`src/hdl/core_ctrl_pkg.sv`:
```
// Shared control types and IDs; only machine-mode irqs 31..16, 11, 7, 3 are known to the design
package core_ctrl_pkg;

  ////////////////////////////////////////////////////////////////////////////
  // Controller states
  ////////////////////////////////////////////////////////////////////////////

  // Top-level control state of the core
  // RESET is left on the first edge after reset is released
  // BOOT_WAIT holds the core until fetch enable is seen
  // RUN is normal execution, irqs are taken here
  // SLEEP is entered by WFI, left by wake-up or debug
  // DEBUG_HALT is left only through dret
  typedef enum logic [2:0] {
    RESET      = 3'd0,
    BOOT_WAIT  = 3'd1,
    RUN        = 3'd2,
    SLEEP      = 3'd3,
    DEBUG_HALT = 3'd4
  } ctrl_state_e;

  ////////////////////////////////////////////////////////////////////////////
  // Interrupt encoding
  ////////////////////////////////////////////////////////////////////////////

  // Width of an interrupt ID
  // 5 bits cover all 32 irq lines
  parameter int unsigned IRQ_ID_W = 5;

  // Standard machine interrupts, bit positions in irq_i / mie
  // Machine external interrupt
  parameter int unsigned IRQ_MEI = 11;
  // Machine software interrupt
  parameter int unsigned IRQ_MSI = 3;
  // Machine timer interrupt
  parameter int unsigned IRQ_MTI = 7;

  // First of the platform fast interrupts
  // Fast lines run from here up to bit 31
  parameter int unsigned IRQ_FAST_LO = 16;

  // Priority among these, highest first
  //   fast 31 down to fast 16
  //   MEI, then MSI, then MTI
  // All remaining bit positions are reserved and never pend

endpackage

```
`src/hdl/int_controller.sv`:
```
// Pending vector is a registered level, not cleared on ack; mie and global enable are inputs
module int_controller (
  input  logic                                 clk_i,
  input  logic                                 rst_n_i,

  // Interrupt lines and masks from outside
  input  logic [31:0]                          irq_i,
  input  logic [31:0]                          mie_i,
  input  logic                                 m_irq_enable_i,

  // To the controller FSM
  output logic                                 irq_req_o,
  output logic [core_ctrl_pkg::IRQ_ID_W-1:0]   irq_id_o,
  output logic                                 irq_wu_o
);

  // Lines that may ever pend
  // Fast range plus the three standard machine irqs
  localparam logic [31:0] IRQ_SUPPORTED =
    (32'hFFFF_FFFF << core_ctrl_pkg::IRQ_FAST_LO) |
    (32'd1 << core_ctrl_pkg::IRQ_MEI) |
    (32'd1 << core_ctrl_pkg::IRQ_MSI) |
    (32'd1 << core_ctrl_pkg::IRQ_MTI);

  // Masked pending lines, sampled every cycle
  logic [31:0]                        pend_q;
  // Global enable, sampled with the pending vector
  logic                               irq_en_q;
  // Winner of the priority search
  logic [core_ctrl_pkg::IRQ_ID_W-1:0] irq_id;

  ////////////////////////////////////////////////////////////////////////////
  // Pending register
  ////////////////////////////////////////////////////////////////////////////

  always_ff @(posedge clk_i) begin
    if (!rst_n_i) begin
      pend_q   <= '0;
      irq_en_q <= 1'b0;
    end else begin
      // Unsupported lines are dropped here
      pend_q   <= irq_i & mie_i & IRQ_SUPPORTED;
      irq_en_q <= m_irq_enable_i;
    end
  end

  ////////////////////////////////////////////////////////////////////////////
  // Priority search
  ////////////////////////////////////////////////////////////////////////////

  // Lowest priority first, later hits overwrite
  always_comb begin : prio_sel
    irq_id = '0;
    // Standard irqs, MTI lowest then MSI then MEI
    if (pend_q[core_ctrl_pkg::IRQ_MTI]) begin
      irq_id = core_ctrl_pkg::IRQ_ID_W'(core_ctrl_pkg::IRQ_MTI);
    end
    if (pend_q[core_ctrl_pkg::IRQ_MSI]) begin
      irq_id = core_ctrl_pkg::IRQ_ID_W'(core_ctrl_pkg::IRQ_MSI);
    end
    if (pend_q[core_ctrl_pkg::IRQ_MEI]) begin
      irq_id = core_ctrl_pkg::IRQ_ID_W'(core_ctrl_pkg::IRQ_MEI);
    end
    // Fast irqs beat all standard ones
    // Ascending scan so the highest index ends up winning
    for (int i = core_ctrl_pkg::IRQ_FAST_LO; i < 32; i++) begin
      if (pend_q[i]) begin
        irq_id = core_ctrl_pkg::IRQ_ID_W'(i);
      end
    end
  end

  ////////////////////////////////////////////////////////////////////////////
  // Outputs
  ////////////////////////////////////////////////////////////////////////////

  // Take only with global enable set
  assign irq_req_o = (|pend_q) & irq_en_q;
  assign irq_id_o  = irq_id;

  // Wake-up ignores the global enable, as WFI requires
  assign irq_wu_o  = |pend_q;

endmodule

```
`src/hdl/debug_req_unit.sv`:
```
// debug_req_i may be fully asynchronous; DBG_SYNC_STAGES must be 2 or more, pend is sticky until ack
module debug_req_unit #(
  parameter int unsigned DBG_SYNC_STAGES = 2
) (
  input  logic clk_i,
  input  logic rst_n_i,

  // Raw request from the debug module
  input  logic debug_req_i,

  // Entry to debug mode, from the FSM
  input  logic dbg_ack_i,

  // Held request, to the FSM
  output logic dbg_pend_o
);

  // Synchronizer flops, bit 0 samples the pin
  logic [DBG_SYNC_STAGES-1:0] sync_q;
  // Synchronized request level
  logic                       req_sync;
  // Sticky pending flag
  logic                       pend_q;

  ////////////////////////////////////////////////////////////////////////////
  // Synchronizer
  ////////////////////////////////////////////////////////////////////////////

  always_ff @(posedge clk_i) begin
    if (!rst_n_i) begin
      sync_q <= '0;
    end else begin
      // Shift toward the MSB
      sync_q <= {sync_q[DBG_SYNC_STAGES-2:0], debug_req_i};
    end
  end

  assign req_sync = sync_q[DBG_SYNC_STAGES-1];

  ////////////////////////////////////////////////////////////////////////////
  // Pending flag
  ////////////////////////////////////////////////////////////////////////////

  // Set by the synced level
  // A short pulse is kept until the FSM takes it,
  // even if the core sleeps or is busy meanwhile
  // Ack clears it, but a request still high wins over the ack
  always_ff @(posedge clk_i) begin
    if (!rst_n_i) begin
      pend_q <= 1'b0;
    end else if (req_sync) begin
      pend_q <= 1'b1;
    end else if (dbg_ack_i) begin
      pend_q <= 1'b0;
    end
  end

  assign dbg_pend_o = pend_q;

endmodule

```
`src/hdl/core_ctrl_fsm.sv`:
```
// No pipeline behind this FSM; wfi_i and dret_i are one-cycle strobes, irqs pend as levels
module core_ctrl_fsm (
  input  logic                                 clk_i,
  input  logic                                 rst_n_i,

  // Core control strobes and levels
  input  logic                                 fetch_enable_i,
  input  logic                                 wfi_i,
  input  logic                                 dret_i,

  // From the interrupt controller
  input  logic                                 irq_req_i,
  input  logic [core_ctrl_pkg::IRQ_ID_W-1:0]   irq_id_i,
  input  logic                                 irq_wu_i,

  // From the debug request unit
  input  logic                                 dbg_pend_i,

  // Acknowledge pulses
  output logic                                 irq_ack_o,
  output logic [core_ctrl_pkg::IRQ_ID_W-1:0]   irq_id_o,
  output logic                                 dbg_ack_o,

  // Status
  output logic                                 core_sleep_o,
  output logic                                 debug_halted_o,
  output logic                                 debug_running_o,
  output logic                                 debug_havereset_o
);

  core_ctrl_pkg::ctrl_state_e         state_q;
  core_ctrl_pkg::ctrl_state_e         state_d;

  // Registered ack pulses and taken ID
  logic                               irq_ack_q;
  logic                               irq_ack_d;
  logic                               dbg_ack_q;
  logic                               dbg_ack_d;
  logic [core_ctrl_pkg::IRQ_ID_W-1:0] irq_id_q;

  // High from reset until debug mode is first entered
  logic                               havereset_q;

  ////////////////////////////////////////////////////////////////////////////
  // Next state
  ////////////////////////////////////////////////////////////////////////////

  always_comb begin : next_state
    state_d   = state_q;
    irq_ack_d = 1'b0;
    dbg_ack_d = 1'b0;

    case (state_q)
      core_ctrl_pkg::RESET: begin
        state_d = core_ctrl_pkg::BOOT_WAIT;
      end

      core_ctrl_pkg::BOOT_WAIT: begin
        // Wait for the system to let the core go
        if (fetch_enable_i) begin
          state_d = core_ctrl_pkg::RUN;
        end
      end

      core_ctrl_pkg::RUN: begin
        if (dbg_pend_i) begin
          // Debug beats interrupts
          state_d   = core_ctrl_pkg::DEBUG_HALT;
          dbg_ack_d = 1'b1;
        end else if (irq_req_i && !irq_ack_q) begin
          // Take the irq, one idle cycle after each ack
          // so that a held line still gives separate pulses
          irq_ack_d = 1'b1;
        end else if (wfi_i && !irq_wu_i) begin
          // WFI with nothing pending
          state_d = core_ctrl_pkg::SLEEP;
        end
      end

      core_ctrl_pkg::SLEEP: begin
        if (dbg_pend_i) begin
          state_d   = core_ctrl_pkg::DEBUG_HALT;
          dbg_ack_d = 1'b1;
        end else if (irq_wu_i) begin
          // Any masked irq wakes, global enable or not
          state_d = core_ctrl_pkg::RUN;
        end
      end

      core_ctrl_pkg::DEBUG_HALT: begin
        if (dret_i) begin
          state_d = core_ctrl_pkg::RUN;
        end
      end

      default: begin
        // Unused encodings, restart cleanly
        state_d = core_ctrl_pkg::RESET;
      end
    endcase
  end

  ////////////////////////////////////////////////////////////////////////////
  // State and pulse registers
  ////////////////////////////////////////////////////////////////////////////

  always_ff @(posedge clk_i) begin
    if (!rst_n_i) begin
      state_q     <= core_ctrl_pkg::RESET;
      irq_ack_q   <= 1'b0;
      dbg_ack_q   <= 1'b0;
      irq_id_q    <= '0;
      havereset_q <= 1'b1;
    end else begin
      state_q   <= state_d;
      irq_ack_q <= irq_ack_d;
      dbg_ack_q <= dbg_ack_d;
      // ID is held until the next ack
      if (irq_ack_d) begin
        irq_id_q <= irq_id_i;
      end
      // Every entry to DEBUG_HALT comes with a dbg ack
      if (dbg_ack_d) begin
        havereset_q <= 1'b0;
      end
    end
  end

  ////////////////////////////////////////////////////////////////////////////
  // Outputs
  ////////////////////////////////////////////////////////////////////////////

  assign irq_ack_o         = irq_ack_q;
  assign irq_id_o          = irq_id_q;
  assign dbg_ack_o         = dbg_ack_q;

  // Status decoded from the state register
  assign core_sleep_o      = (state_q == core_ctrl_pkg::SLEEP);
  assign debug_halted_o    = (state_q == core_ctrl_pkg::DEBUG_HALT);
  // Sleeping still counts as running for the debugger
  assign debug_running_o   = (state_q == core_ctrl_pkg::RUN) ||
                             (state_q == core_ctrl_pkg::SLEEP);
  assign debug_havereset_o = havereset_q;

endmodule

```
`src/hdl/core_ctrl_top.sv`:
```
// Control corner only, no pipeline or CSRs; DBG_SYNC_STAGES must be at least 2
module core_ctrl_top #(
  parameter int unsigned DBG_SYNC_STAGES = 2
) (
  // Clock and reset
  input  logic                                 clk_i,
  input  logic                                 rst_n_i,

  // Interrupt inputs, mask and global enable
  input  logic [31:0]                          irq_i,
  input  logic [31:0]                          mie_i,
  input  logic                                 m_irq_enable_i,

  // Debug request
  input  logic                                 debug_req_i,

  // Core control
  input  logic                                 fetch_enable_i,
  input  logic                                 wfi_i,
  input  logic                                 dret_i,

  // Acks
  output logic                                 irq_ack_o,
  output logic [core_ctrl_pkg::IRQ_ID_W-1:0]   irq_id_o,
  output logic                                 dbg_ack_o,

  // Status
  output logic                                 core_sleep_o,
  output logic                                 debug_halted_o,
  output logic                                 debug_running_o,
  output logic                                 debug_havereset_o
);

  // Interrupt controller results
  logic                               irq_req;
  logic [core_ctrl_pkg::IRQ_ID_W-1:0] irq_id;
  logic                               irq_wu;
  // Held debug request
  logic                               dbg_pend;

  ////////////////////////////////////////////////////////////////////////////
  // Front-ends
  ////////////////////////////////////////////////////////////////////////////

  int_controller u_int_ctrl (
    .clk_i          ( clk_i          ),
    .rst_n_i        ( rst_n_i        ),
    .irq_i          ( irq_i          ),
    .mie_i          ( mie_i          ),
    .m_irq_enable_i ( m_irq_enable_i ),
    .irq_req_o      ( irq_req        ),
    .irq_id_o       ( irq_id         ),
    .irq_wu_o       ( irq_wu         )
  );

  debug_req_unit #(
    .DBG_SYNC_STAGES ( DBG_SYNC_STAGES )
  ) u_dbg_req (
    .clk_i       ( clk_i       ),
    .rst_n_i     ( rst_n_i     ),
    .debug_req_i ( debug_req_i ),
    // Ack goes out and back to clear the flag
    .dbg_ack_i   ( dbg_ack_o   ),
    .dbg_pend_o  ( dbg_pend    )
  );

  ////////////////////////////////////////////////////////////////////////////
  // Controller
  ////////////////////////////////////////////////////////////////////////////

  core_ctrl_fsm u_ctrl_fsm (
    .clk_i             ( clk_i             ),
    .rst_n_i           ( rst_n_i           ),
    .fetch_enable_i    ( fetch_enable_i    ),
    .wfi_i             ( wfi_i             ),
    .dret_i            ( dret_i            ),
    .irq_req_i         ( irq_req           ),
    .irq_id_i          ( irq_id            ),
    .irq_wu_i          ( irq_wu            ),
    .dbg_pend_i        ( dbg_pend          ),
    .irq_ack_o         ( irq_ack_o         ),
    .irq_id_o          ( irq_id_o          ),
    .dbg_ack_o         ( dbg_ack_o         ),
    .core_sleep_o      ( core_sleep_o      ),
    .debug_halted_o    ( debug_halted_o    ),
    .debug_running_o   ( debug_running_o   ),
    .debug_havereset_o ( debug_havereset_o )
  );

endmodule

```
`config.mk`:
```
export PLATFORM = sky130hd
export DESIGN_NAME = core_ctrl_top
export DESIGN_NICKNAME = d
export VERILOG_FILES = /design/src/hdl/core_ctrl_pkg.sv /design/src/hdl/int_controller.sv /design/src/hdl/debug_req_unit.sv /design/src/hdl/core_ctrl_fsm.sv /design/src/hdl/core_ctrl_top.sv
export SDC_FILE = /design/constraint.sdc
export NUM_CORES = 1
export LEC_CHECK = 0
export ABC_AREA = 1
export BUFFER_PORTS_ARGS = -buffer_cell sky130_fd_sc_hd__buf_2
export CORE_ASPECT_RATIO = 2
export CORE_MARGIN = 2
export CORE_UTILIZATION = 38
export DETAILED_ROUTE_END_ITERATION = 7
export PLACE_DENSITY = 0.74
export SKIP_CTS_REPAIR_TIMING = 1
export SYNTH_ARGS = -nofsm -noshare
export SYNTH_HDL_FRONTEND = slang
export SYNTH_SLANG_ARGS = --single-unit
```
`constraint.sdc`:
```
create_clock -name clk_i -period 1.2 [get_ports clk_i]
set_input_delay 0.12 -clock clk_i [delete_from_list [all_inputs] [get_ports clk_i]]
set_output_delay 0.12 -clock clk_i [all_outputs]
set_load 0.1 [all_outputs]
```
==> flow_summary_export.csv, run 1 <==
group,metric,value,unit
synth,ys_types,24,
synth,synth.top_cell.area_share,49.23,%
sta,skew,0.007408,ns
clock_network,clock_sinks,34,
worst_setup_path,criticalPathCategory,"register to register",
power,p_leak,1.082,nW
drt,firstDrtPassIters,4,
sta,finalSetupViolations,11,
placement,place.port_buffers,55,
flow_run,maxCapViolations,0,
floorplan,coreArea,3568,µm²
sta,rsz0062_at_grt,"yes",
grt,grt-ovfl-total,0,
drt,drtAntennaViolNets,0,
sta,hold_ws,0.007328,ns
drt,vias,1439,
synth,synthCells,192,
clock_network,htreeDepth,2,
synth,synth_ff_type,"dfxtp_1",
worst_setup_path,required,1.38,ns
sta,tns,-2.359,ns
worst_setup_path,critPathTopFamily,"simple AND/OR/NAND/NOR gates",
worst_setup_path,path_cells,"nor2_4 -> nand2_2 -> nor4_4 -> nand3_2 -> o21ai_2 -> nand3_1 -> a31oi_1 -> nor3_2",
sta,slew_headroom,67.96,%
worst_setup_path,setup.worst_path.start_class,"register",
placement,place_area,1974,µm²
clock_network,clockBufferDepth,2,
clock_network,clk_latency,0.29,ns
sta,period_share,123.8,%
worst_setup_path,worst_setup_path_end_kind,"register",
grt,grt_pass1_wl,5.181,mm
synth,asyncSetResetFlopFracSynth,0,%
drt,routedWlPerCell,10.23,µm
worst_hold_path,hold_path.class,"primary input to register",
grt,grtUsageMet3,3.030,%
synth,ys_seq_area_share,49.23,%
cells_and_area,final_cell_area,2222,µm²
sta,tightest_slew,0.4840,ns
cells_and_area,area_growth,60.72,%
drt,wl,3.305,mm
cells_and_area,fin_nets,344,
synth,syn-num-nets,263,
worst_setup_path,crit_path_max_fanout,3,
drt,drt_iter0_drc,8,
clock_network,cts_buffers,5,
sta,final_max_slew_viol_count,0,
power,peakVddDrop,0.0008945,V
grt,antenna_found_initial,0,
grt,grt_pass1_vias,1411,
synth,yosys-top-cells-area,"dfxtp_1, nand2_1, nor2_1, inv_1, nor2_2",
drt,drc,0,
synth,yosys_warnings,0,
cells_and_area,utilization,62.27,%
sta,fin_ws,-0.2851,ns
synth,yosysMostFrequentCell,"nand2_1",
worst_setup_path,critPathMaxStageDelay,0.34,ns
synth,syn_avg_cell_area,7.201,µm²
power,power_density,1290,nW/µm²
grt,track_usage,17.46,%
floorplan,pin_count,82,
run_status,violations,"negative setup slack",
grt,grt-busiest-layer,"met2",
synth,synth.top_cells.by_count,"nand2_1, nor2_1, dfxtp_1",
sta,hold_viol,0,
placement,dp.final_hpwl,2.592,mm
grt,gr-usage-met2,34.85,%
placement,gp_congestion,0.8039,
synth,synth_edf_count,0,
synth,synth_largest_area_cell,"dfxtp_1",
sta,min_period,1.485,ns
floorplan,start_util,38.74,%
grt,grt_max_degree,20,
floorplan,die_h,89.30,µm
cells_and_area,antennaDiodeCount,0,
run_status,outcome,"complete, but fails checks",
synth,ys_seq_elements,34,
grt,use_met1,14.09,%
synth,syn_area,1383,µm²
clock_network,root_buffer,"clkbuf_8",
worst_setup_path,arrival,1.67,ns
floorplan,die_x,46.65,µm
clock_network,cts_tree,"built",
cells_and_area,drive_gt1_share,47.08,%
drt,viasPerCell,4.455,
floorplan,dieArea,4166,µm²
worst_setup_path,cp.buffers_inverters,0,
floorplan,core.rowCount,31,
worst_setup_path,cpMaxStageDelayCell,"dfxtp_2",
sta,clock.fmax,673.3,MHz
clock_network,clk_pin_slew_worst_paths,0.07,ns
[cells in the final DEF, fill, tap and decap left out, drive strengths merged, types with 2 or more instances in the layout]
master,n
dfxtp,34
o21ai,7
nand2,52
inv,30
nor3,5
nor2,41
clkinv,2
nor4,3
clkbuf,8
buf,75
a21oi,3
nand3,5
a31oi,4
[flip-flops by register name (all words and copies together), names as in the netlist]
register and count:
u_ctrl_fsm.dbg_ack_o 1, u_ctrl_fsm.debug_havereset_o 1, u_int_ctrl.irq_en_q 1, u_ctrl_fsm.irq_id_o 5, u_dbg_req.dbg_pend_o 1, u_int_ctrl.pend_q 19, u_ctrl_fsm.state_q 3, u_dbg_req.sync_q 2
u_ctrl_fsm.irq_ack_o 1
[layer usage]
layer | wire, µm | part of all wire [%]
met2 | 2021 | 61
met1 | 1065 | 32
met3 | 114 | 3.4
met5 | 0 | 0
met4 | 104 | 3.1
[cell type report]
| type | count | area (µm²) |
|---|---|---|
| Clock inverter | 2 | 12.51 |
| Inverter | 31 | 121.4 |
| Timing Repair Buffer | 77 | 563.0 |
| Tap cell | 49 | 61.31 |
| Fill cell | 328 | 1346 |
| Sequential cell | 34 | 690.7 |
| Multi-Input combinational cell | 124 | 690.7 |
| Clock buffer | 6 | 82.58 |
[path summary, 6_finish.rpt]
| check | cells after the start | slack (ns) | endpoint | startpoint |
|---|---|---|---|---|
| hold / removal | 3 | 0.007 | u_dbg_req.sync_q[0] | debug_req_i |
| hold reg to reg | 2 | 0.43 | u_dbg_req.sync_q[1] | u_dbg_req.sync_q[0] |
| setup / recovery | 8 | -0.29 | u_ctrl_fsm.state_q[0] | u_int_ctrl.pend_q[28] |
| setup reg to reg | 8 | -0.29 | u_ctrl_fsm.state_q[0] | u_int_ctrl.pend_q[28] |
[power breakdown]
group / leakage [nW] / internal (mW) / switching, mW
registers: 0.282 / 1.19 / 0.0523
clock network: 0.0472 / 0.460 / 0.399
logic: 0.753 / 0.324 / 0.441
[kinds of logic after synthesis]
group | count (synthesis) | synth area share, %
DFF | 34 | 49.23
and+or+nand+nor | 108 | 34.12
AOI/OAI and AO/OA | 16 | 6.878
buffers and inverters | 34 | 9.773
[worst min-delay path, cell delays in order]
cell	delay, ns
buf_2	0.07
nand2_1	0.04
inv_1	0.04
[through the flow]
| step | total power [mW] | setup WS (ns) | cells |
|---|---|---|---|
| after global placement | 1.933 | -0.2203 | 313 |
| after global routing | 3.010 | -0.4243 | 323 |
| after floorplan | 1.672 | -0.6034 | 192 |
| after CTS | 2.805 | -0.3760 | 321 |
| after detailed placement | 1.946 | -0.3344 | 313 |
| final | 2.867 | -0.2851 | 323 |
Note: power is estimated with default switching activity, not from simulation.
==> inputs of run 2 (changes only) <==
--- a/config.mk
+++ b/config.mk
@@ -8,10 +8,10 @@
 export ABC_AREA = 1
 export BUFFER_PORTS_ARGS = -buffer_cell sky130_fd_sc_hd__buf_2
 export CORE_ASPECT_RATIO = 2
-export CORE_MARGIN = 2
-export CORE_UTILIZATION = 38
+export CORE_UTILIZATION = 40
+export CTS_BUF_LIST = sky130_fd_sc_hd__clkbuf_2
 export DETAILED_ROUTE_END_ITERATION = 7
-export PLACE_DENSITY = 0.74
+export PLACE_DENSITY = 0.78
 export SKIP_CTS_REPAIR_TIMING = 1
 export SYNTH_ARGS = -nofsm -noshare
 export SYNTH_HDL_FRONTEND = slang
==> run 2 against run 1 <==
The run ends with design-rule violations, negative setup slack left. Clock skew increased by 0.016 ns. Setup slack worse by 0.066 ns. Die area fell by 11%. Routed wire length up 27%. Critical path depth fell by 2. Count of clock-buffer cells in the layout down 1. Highest routed layer unchanged.
==> flow_summary_export.csv, run 2 (synthesis results as in run 1) <==
group,metric,value,unit
drt,firstDrtPassIters,7,
run_status,outcome,"complete, but fails checks",
sta,hold_ws,0.004850,ns
worst_setup_path,setup.worst_path.start_class,"register",
grt,grt_pass1_wl,5.361,mm
clock_network,clk_pin_slew_worst_paths,0.17,ns
sta,tightest_slew,0.6659,ns
grt,antenna_found_initial,0,
power,clkPwrFrac,24.7,%
placement,place_area,1974,µm²
sta,fin_ws,-0.3512,ns
worst_setup_path,required,1.08,ns
clock_network,cts_buffers,5,
floorplan,pin_count,82,
floorplan,core.rowCount,29,
drt,wl,4.188,mm
drt,drc,4,
drt,routedWlPerCell,12.00,µm
sta,period_share,129.3,%
power,peakVddDrop,0.001106,V
power,sequentialPowerShare,43.8,%
cells_and_area,antennaDiodeCount,0,
placement,placed_cells,298,
worst_setup_path,worst_setup_path_end_kind,"primary output",
cells_and_area,fin_nets,389,
grt,grt_max_degree,15,
sta,rsz0062_at_grt,"yes",
floorplan,die_x,43.57,µm
cells_and_area,final_cell_mix,"nand2_1, buf_2, dlygate4sd3_1",
cells_and_area,regMostFlops,"u_int_ctrl.pend_q",
grt,grt_pass1_vias,1365,
worst_hold_path,hold_path.class,"primary input to register",
drt,vias,1628,
sta,hold_viol,0,
worst_setup_path,crit_path_max_fanout,5,
clock_network,clockBufferDepth,2,
clock_network,clock_sinks,34,
power,p_leak,1.240,nW
worst_hold_path,hold_depth,2,
grt,grt-ovfl-total,0,
placement,place.port_buffers,55,
power,p_comb_share,31.4,%
drt,drtAntennaViolNets,0,
power,p_switching,0.9000,mW
sta,final_max_slew_viol_count,0,
sta,clock.fmax,644.7,MHz
cells_and_area,final_cell_area,2614,µm²
floorplan,dieArea,3710,µm²
worst_setup_path,arrival,1.43,ns
sta,min_period,1.551,ns
floorplan,die_h,85.14,µm
run_status,violations,"design-rule violations, negative setup slack",
power,p_total,2.851,mW
cells_and_area,utilization,80.94,%
grt,track_usage,19.42,%
cells_and_area,stdcell_count,349,
clock_network,root_buffer,"clkbuf_2",
power,p_int,1.951,mW
placement,gp_congestion,0.7633,
clock_network,htreeDepth,2,
cells_and_area,final_common_cell,"nand2_1",
flow_run,maxCapViolations,0,
clock_network,clk_latency,0.38,ns
floorplan,start_util,42.81,%
clock_network,cts_tree,"built",
sta,skew,0.02303,ns
power,power_density,1091,nW/µm²
worst_setup_path,criticalPathCategory,"register to primary output",
worst_setup_path,worstRegToRegCells,8,
cells_and_area,area_growth,89.05,%
floorplan,coreArea,3229,µm²
drt,drt_iter0_drc,37,
power,swShare,31.57,%
cells_and_area,largest_reg_flops,19,
drt,viasPerCell,4.665,
cells_and_area,n_fill_cell,207,
placement,dp.final_hpwl,2.570,mm
cells_and_area,drive_gt1_share,42.45,%
sta,slew_headroom,55.03,%
sta,finalSetupViolations,12,
==> run 2: critical path: stages, from the launching register on <==
cell and delay (ns):
dfxtp_2 0.40, buf_4 0.12, inv_2 0.03, nor3_4 0.18
inv_2 0.08, nand2_4 0.07, buf_12 0.17
==> run 2: worst paths after layout <==
| path | slack [ns] | start | end |
|---|---|---|---|
| min reg2reg | 0.43 | u_dbg_req.sync_q[0] | u_dbg_req.sync_q[1] |
| min | 0.005 | rst_n_i | u_ctrl_fsm.debug_havereset_o |
| max reg2reg | -0.32 | u_int_ctrl.pend_q[28] | u_ctrl_fsm.state_q[0] |
| max | -0.35 | u_ctrl_fsm.state_q[1] | debug_running_o |
==> run 2: power groups by stage <==
stage | Combinational (mW) | Sequential (mW) | Clock, mW
CTS | 0.711 | 1.23 | 0.712
global route | 0.961 | 1.26 | 0.771
global placement | 0.695 | 1.26 | 0
finish | 0.896 | 1.25 | 0.706
floorplan | 0.350 | 1.32 | 0
detailed placement | 0.710 | 1.26 | 0
==> run 2: cell type report <==
cell class	instances	area, µm²	area share [%]
clock buffer	5	25.02	0.9574
tap	31	38.79	1.484
timing repair buffer	122	999.7	38.25
clock inverter	2	33.78	1.292
inverter	31	121.4	4.643
sequential	34	695.7	26.62
multi-input combinational	124	699.4	26.76
==> run 2: stage by stage <==
step,TNS (ns),worst slack [ns]
finish,-2.874,-0.3512
global route,-4.251,-0.4452
CTS,-3.499,-0.3958
detailed placement,-1.744,-0.3268
global placement,-1.352,-0.2462
floorplan,-2.356,-0.6034
==> run 2: metal layers <==
metal	vias to the layer above	wire [µm]	track usage (%)
met5	-	0	0
met4	0	197	11.36
met3	16	147	4.681
met2	52	2457	36.64
met1	721	1384	17.19
li1	839	-	-
==> inputs of run 3 (changes only) <==
--- a/config.mk
+++ b/config.mk
@@ -6,7 +6,7 @@
 export NUM_CORES = 1
 export LEC_CHECK = 0
 export ABC_AREA = 1
-export BUFFER_PORTS_ARGS = -buffer_cell sky130_fd_sc_hd__buf_2
+export BUFFER_PORTS_ARGS = -buffer_cell sky130_fd_sc_hd__buf_4
 export CORE_ASPECT_RATIO = 2
 export CORE_UTILIZATION = 40
 export CTS_BUF_LIST = sky130_fd_sc_hd__clkbuf_2
==> run 3 against run 2 <==
The run still ends with design-rule violations, negative setup slack left. Sequential power hardly changed. Flip-flop and latch count stayed put. Non-clock buffer count is 1 lower. Largest power group unchanged. Highest routed layer unchanged.
==> flow_summary_export.csv, run 3 (synthesis results as in run 1) <==
group,metric,value,unit
grt,grt_max_degree,15,
grt,use_met1,15.88,%
worst_setup_path,arrival,1.40,ns
power,p_total,3.066,mW
power,p_comb_share,29.1,%
power,clkPwrFrac,30.3,%
power,swShare,28.89,%
floorplan,core.rowCount,29,
cells_and_area,area_growth,93.94,%
clock_network,clk_pin_slew_worst_paths,0.17,ns
power,p_int,2.181,mW
power,peakVddDrop,0.0009931,V
sta,tightest_slew,0.5642,ns
cells_and_area,antennaDiodeCount,0,
floorplan,coreArea,3229,µm²
placement,place.port_buffers,55,
sta,slew_headroom,61.90,%
grt,grt-ovfl-total,0,
cells_and_area,drive_gt1_share,38.99,%
grt,grtUsageMet3,4.468,%
floorplan,start_util,42.81,%
grt,track_usage,18.42,%
cells_and_area,largest_reg_flops,19,
sta,fin_ws,-0.3236,ns
clock_network,clockBufferDepth,2,
drt,firstDrtPassIters,6,
sta,rsz0062_at_grt,"yes",
grt,grt_pass1_vias,1292,
placement,dp.final_hpwl,2.474,mm
power,p_leak,1.270,nW
sta,hold_viol,0,
floorplan,die_x,43.57,µm
cells_and_area,regMostFlops,"u_int_ctrl.pend_q",
cells_and_area,final_common_cell,"buf_4",
placement,gp_congestion,0.8198,
run_status,outcome,"complete, but fails checks",
sta,period_share,127.0,%
drt,viasPerCell,4.691,
grt,gr-usage-met2,35.82,%
clock_network,cts_tree,"built",
sta,final_max_slew_viol_count,0,
worst_setup_path,required,1.08,ns
worst_setup_path,worst_setup_path_end_kind,"primary output",
worst_hold_path,hold_path.class,"primary input to register",
worst_setup_path,setup.worst_path.start_class,"register",
worst_setup_path,criticalPathCategory,"register to primary output",
drt,drtAntennaViolNets,0,
flow_run,maxCapViolations,0,
power,sequentialPowerShare,40.6,%
clock_network,clock_sinks,34,
drt,vias,1637,
cells_and_area,n_fill_cell,209,
floorplan,die_h,85.14,µm
grt,grt_pass1_wl,5.085,mm
grt,antenna_found_initial,0,
sta,clock.fmax,656.4,MHz
clock_network,root_buffer,"clkbuf_2",
power,p_switching,0.8859,mW
sta,skew,0.008536,ns
power,power_density,1144,nW/µm²
floorplan,dieArea,3710,µm²
floorplan,pin_count,82,
sta,finalSetupViolations,12,
worst_setup_path,crit_path_max_fanout,4,
run_status,violations,"design-rule violations, negative setup slack",
clock_network,cts_buffers,5,
clock_network,clk_latency,0.36,ns
sta,min_period,1.524,ns
clock_network,htreeDepth,2,
drt,routedWlPerCell,12.17,µm
cells_and_area,final_cell_mix,"buf_4, nand2_1, dlygate4sd3_1",
drt,wl,4.246,mm
sta,tns,-2.382,ns
drt,drc,5,
cells_and_area,fin_nets,388,
drt,drt_iter0_drc,20,
grt,grt-busiest-layer,"met2",
-- run 3: changes by cell type in the layout (fill, tap and decap cells not counted), moves of 2 or more --
cell | before | now
buf_6 | 3 | 5
buf_4 | 28 | 68
buf_2 | 44 | 0
buf_12 | 6 | 2
dfxtp_2 | 12 | 8
nor2_2 | 2 | 4
dfxtp_1 | 22 | 25
dlygate4sd3_1 | 40 | 45
-- run 3: worst paths after layout --
kind                          from                      to  slack [ns]  cells past startpoint
max          u_ctrl_fsm.state_q[0]         debug_running_o       -0.32                      6
min                        rst_n_i  u_ctrl_fsm.irq_id_o[2]        0.02                      3
max reg2reg  u_int_ctrl.pend_q[26]   u_ctrl_fsm.state_q[0]       -0.28                      8
min reg2reg    u_dbg_req.sync_q[0]     u_dbg_req.sync_q[1]        0.45                      2
-- run 3: stage by stage --
| stage | area (µm²) | hold slack, ns | std cells | worst slack, ns | utilization [%] |
|---|---|---|---|---|---|
| floorplan | 1416 | 0.2176 | 192 | -0.6034 | - |
| global placement | 2007 | 0.3046 | 296 | -0.2313 | 62.15 |
| detailed placement | 2007 | 0.3072 | 296 | -0.3113 | 62.15 |
| CTS | 2096 | -0.1025 | 304 | -0.4301 | 64.90 |
| global route | 2681 | 0.007885 | 349 | -0.4267 | 83.03 |
| finish | 2681 | 0.01971 | 349 | -0.3236 | 83.03 |
-- run 3: metal layers --
layer | part of all wire, % | wire length (µm)
met1 | 32 | 1365
met4 | 1.8 | 77
met2 | 63 | 2677
met3 | 3.0 | 126
met5 | 0 | 0
-- run 3: power groups by stage --
| stage | Combinational (mW) | Sequential (mW) | Clock (mW) |
|---|---|---|---|
| 2_1_floorplan | 0.350 | 1.32 | 0 |
| 3_3_place_gp | 0.678 | 1.25 | 0 |
| 3_5_place_dp | 0.690 | 1.25 | 0 |
| 4_1_cts | 0.693 | 1.23 | 0.937 |
| 5_1_grt | 0.958 | 1.25 | 0.985 |
| 6_report | 0.891 | 1.25 | 0.929 |
-- run 3: worst max-delay path: stages (launching register included) --
cell and delay (ns):
dfxtp_2 0.37, inv_1 0.07, buf_4 0.14, nor3_4 0.14
inv_2 0.08, nand2_4 0.07, buf_12 0.16
-- run 3: cell type report --
type                            count  area (µm²)  area share (%)
Multi-Input combinational cell    124       670.6           25.01
Sequential cell                    34       694.4           25.90
Clock buffer                        5       25.02          0.9333
Timing Repair Buffer              121        1072           39.99
Inverter                           31       116.4           4.340
Tap cell                           31       38.79           1.447
Clock inverter                      3       63.81           2.380
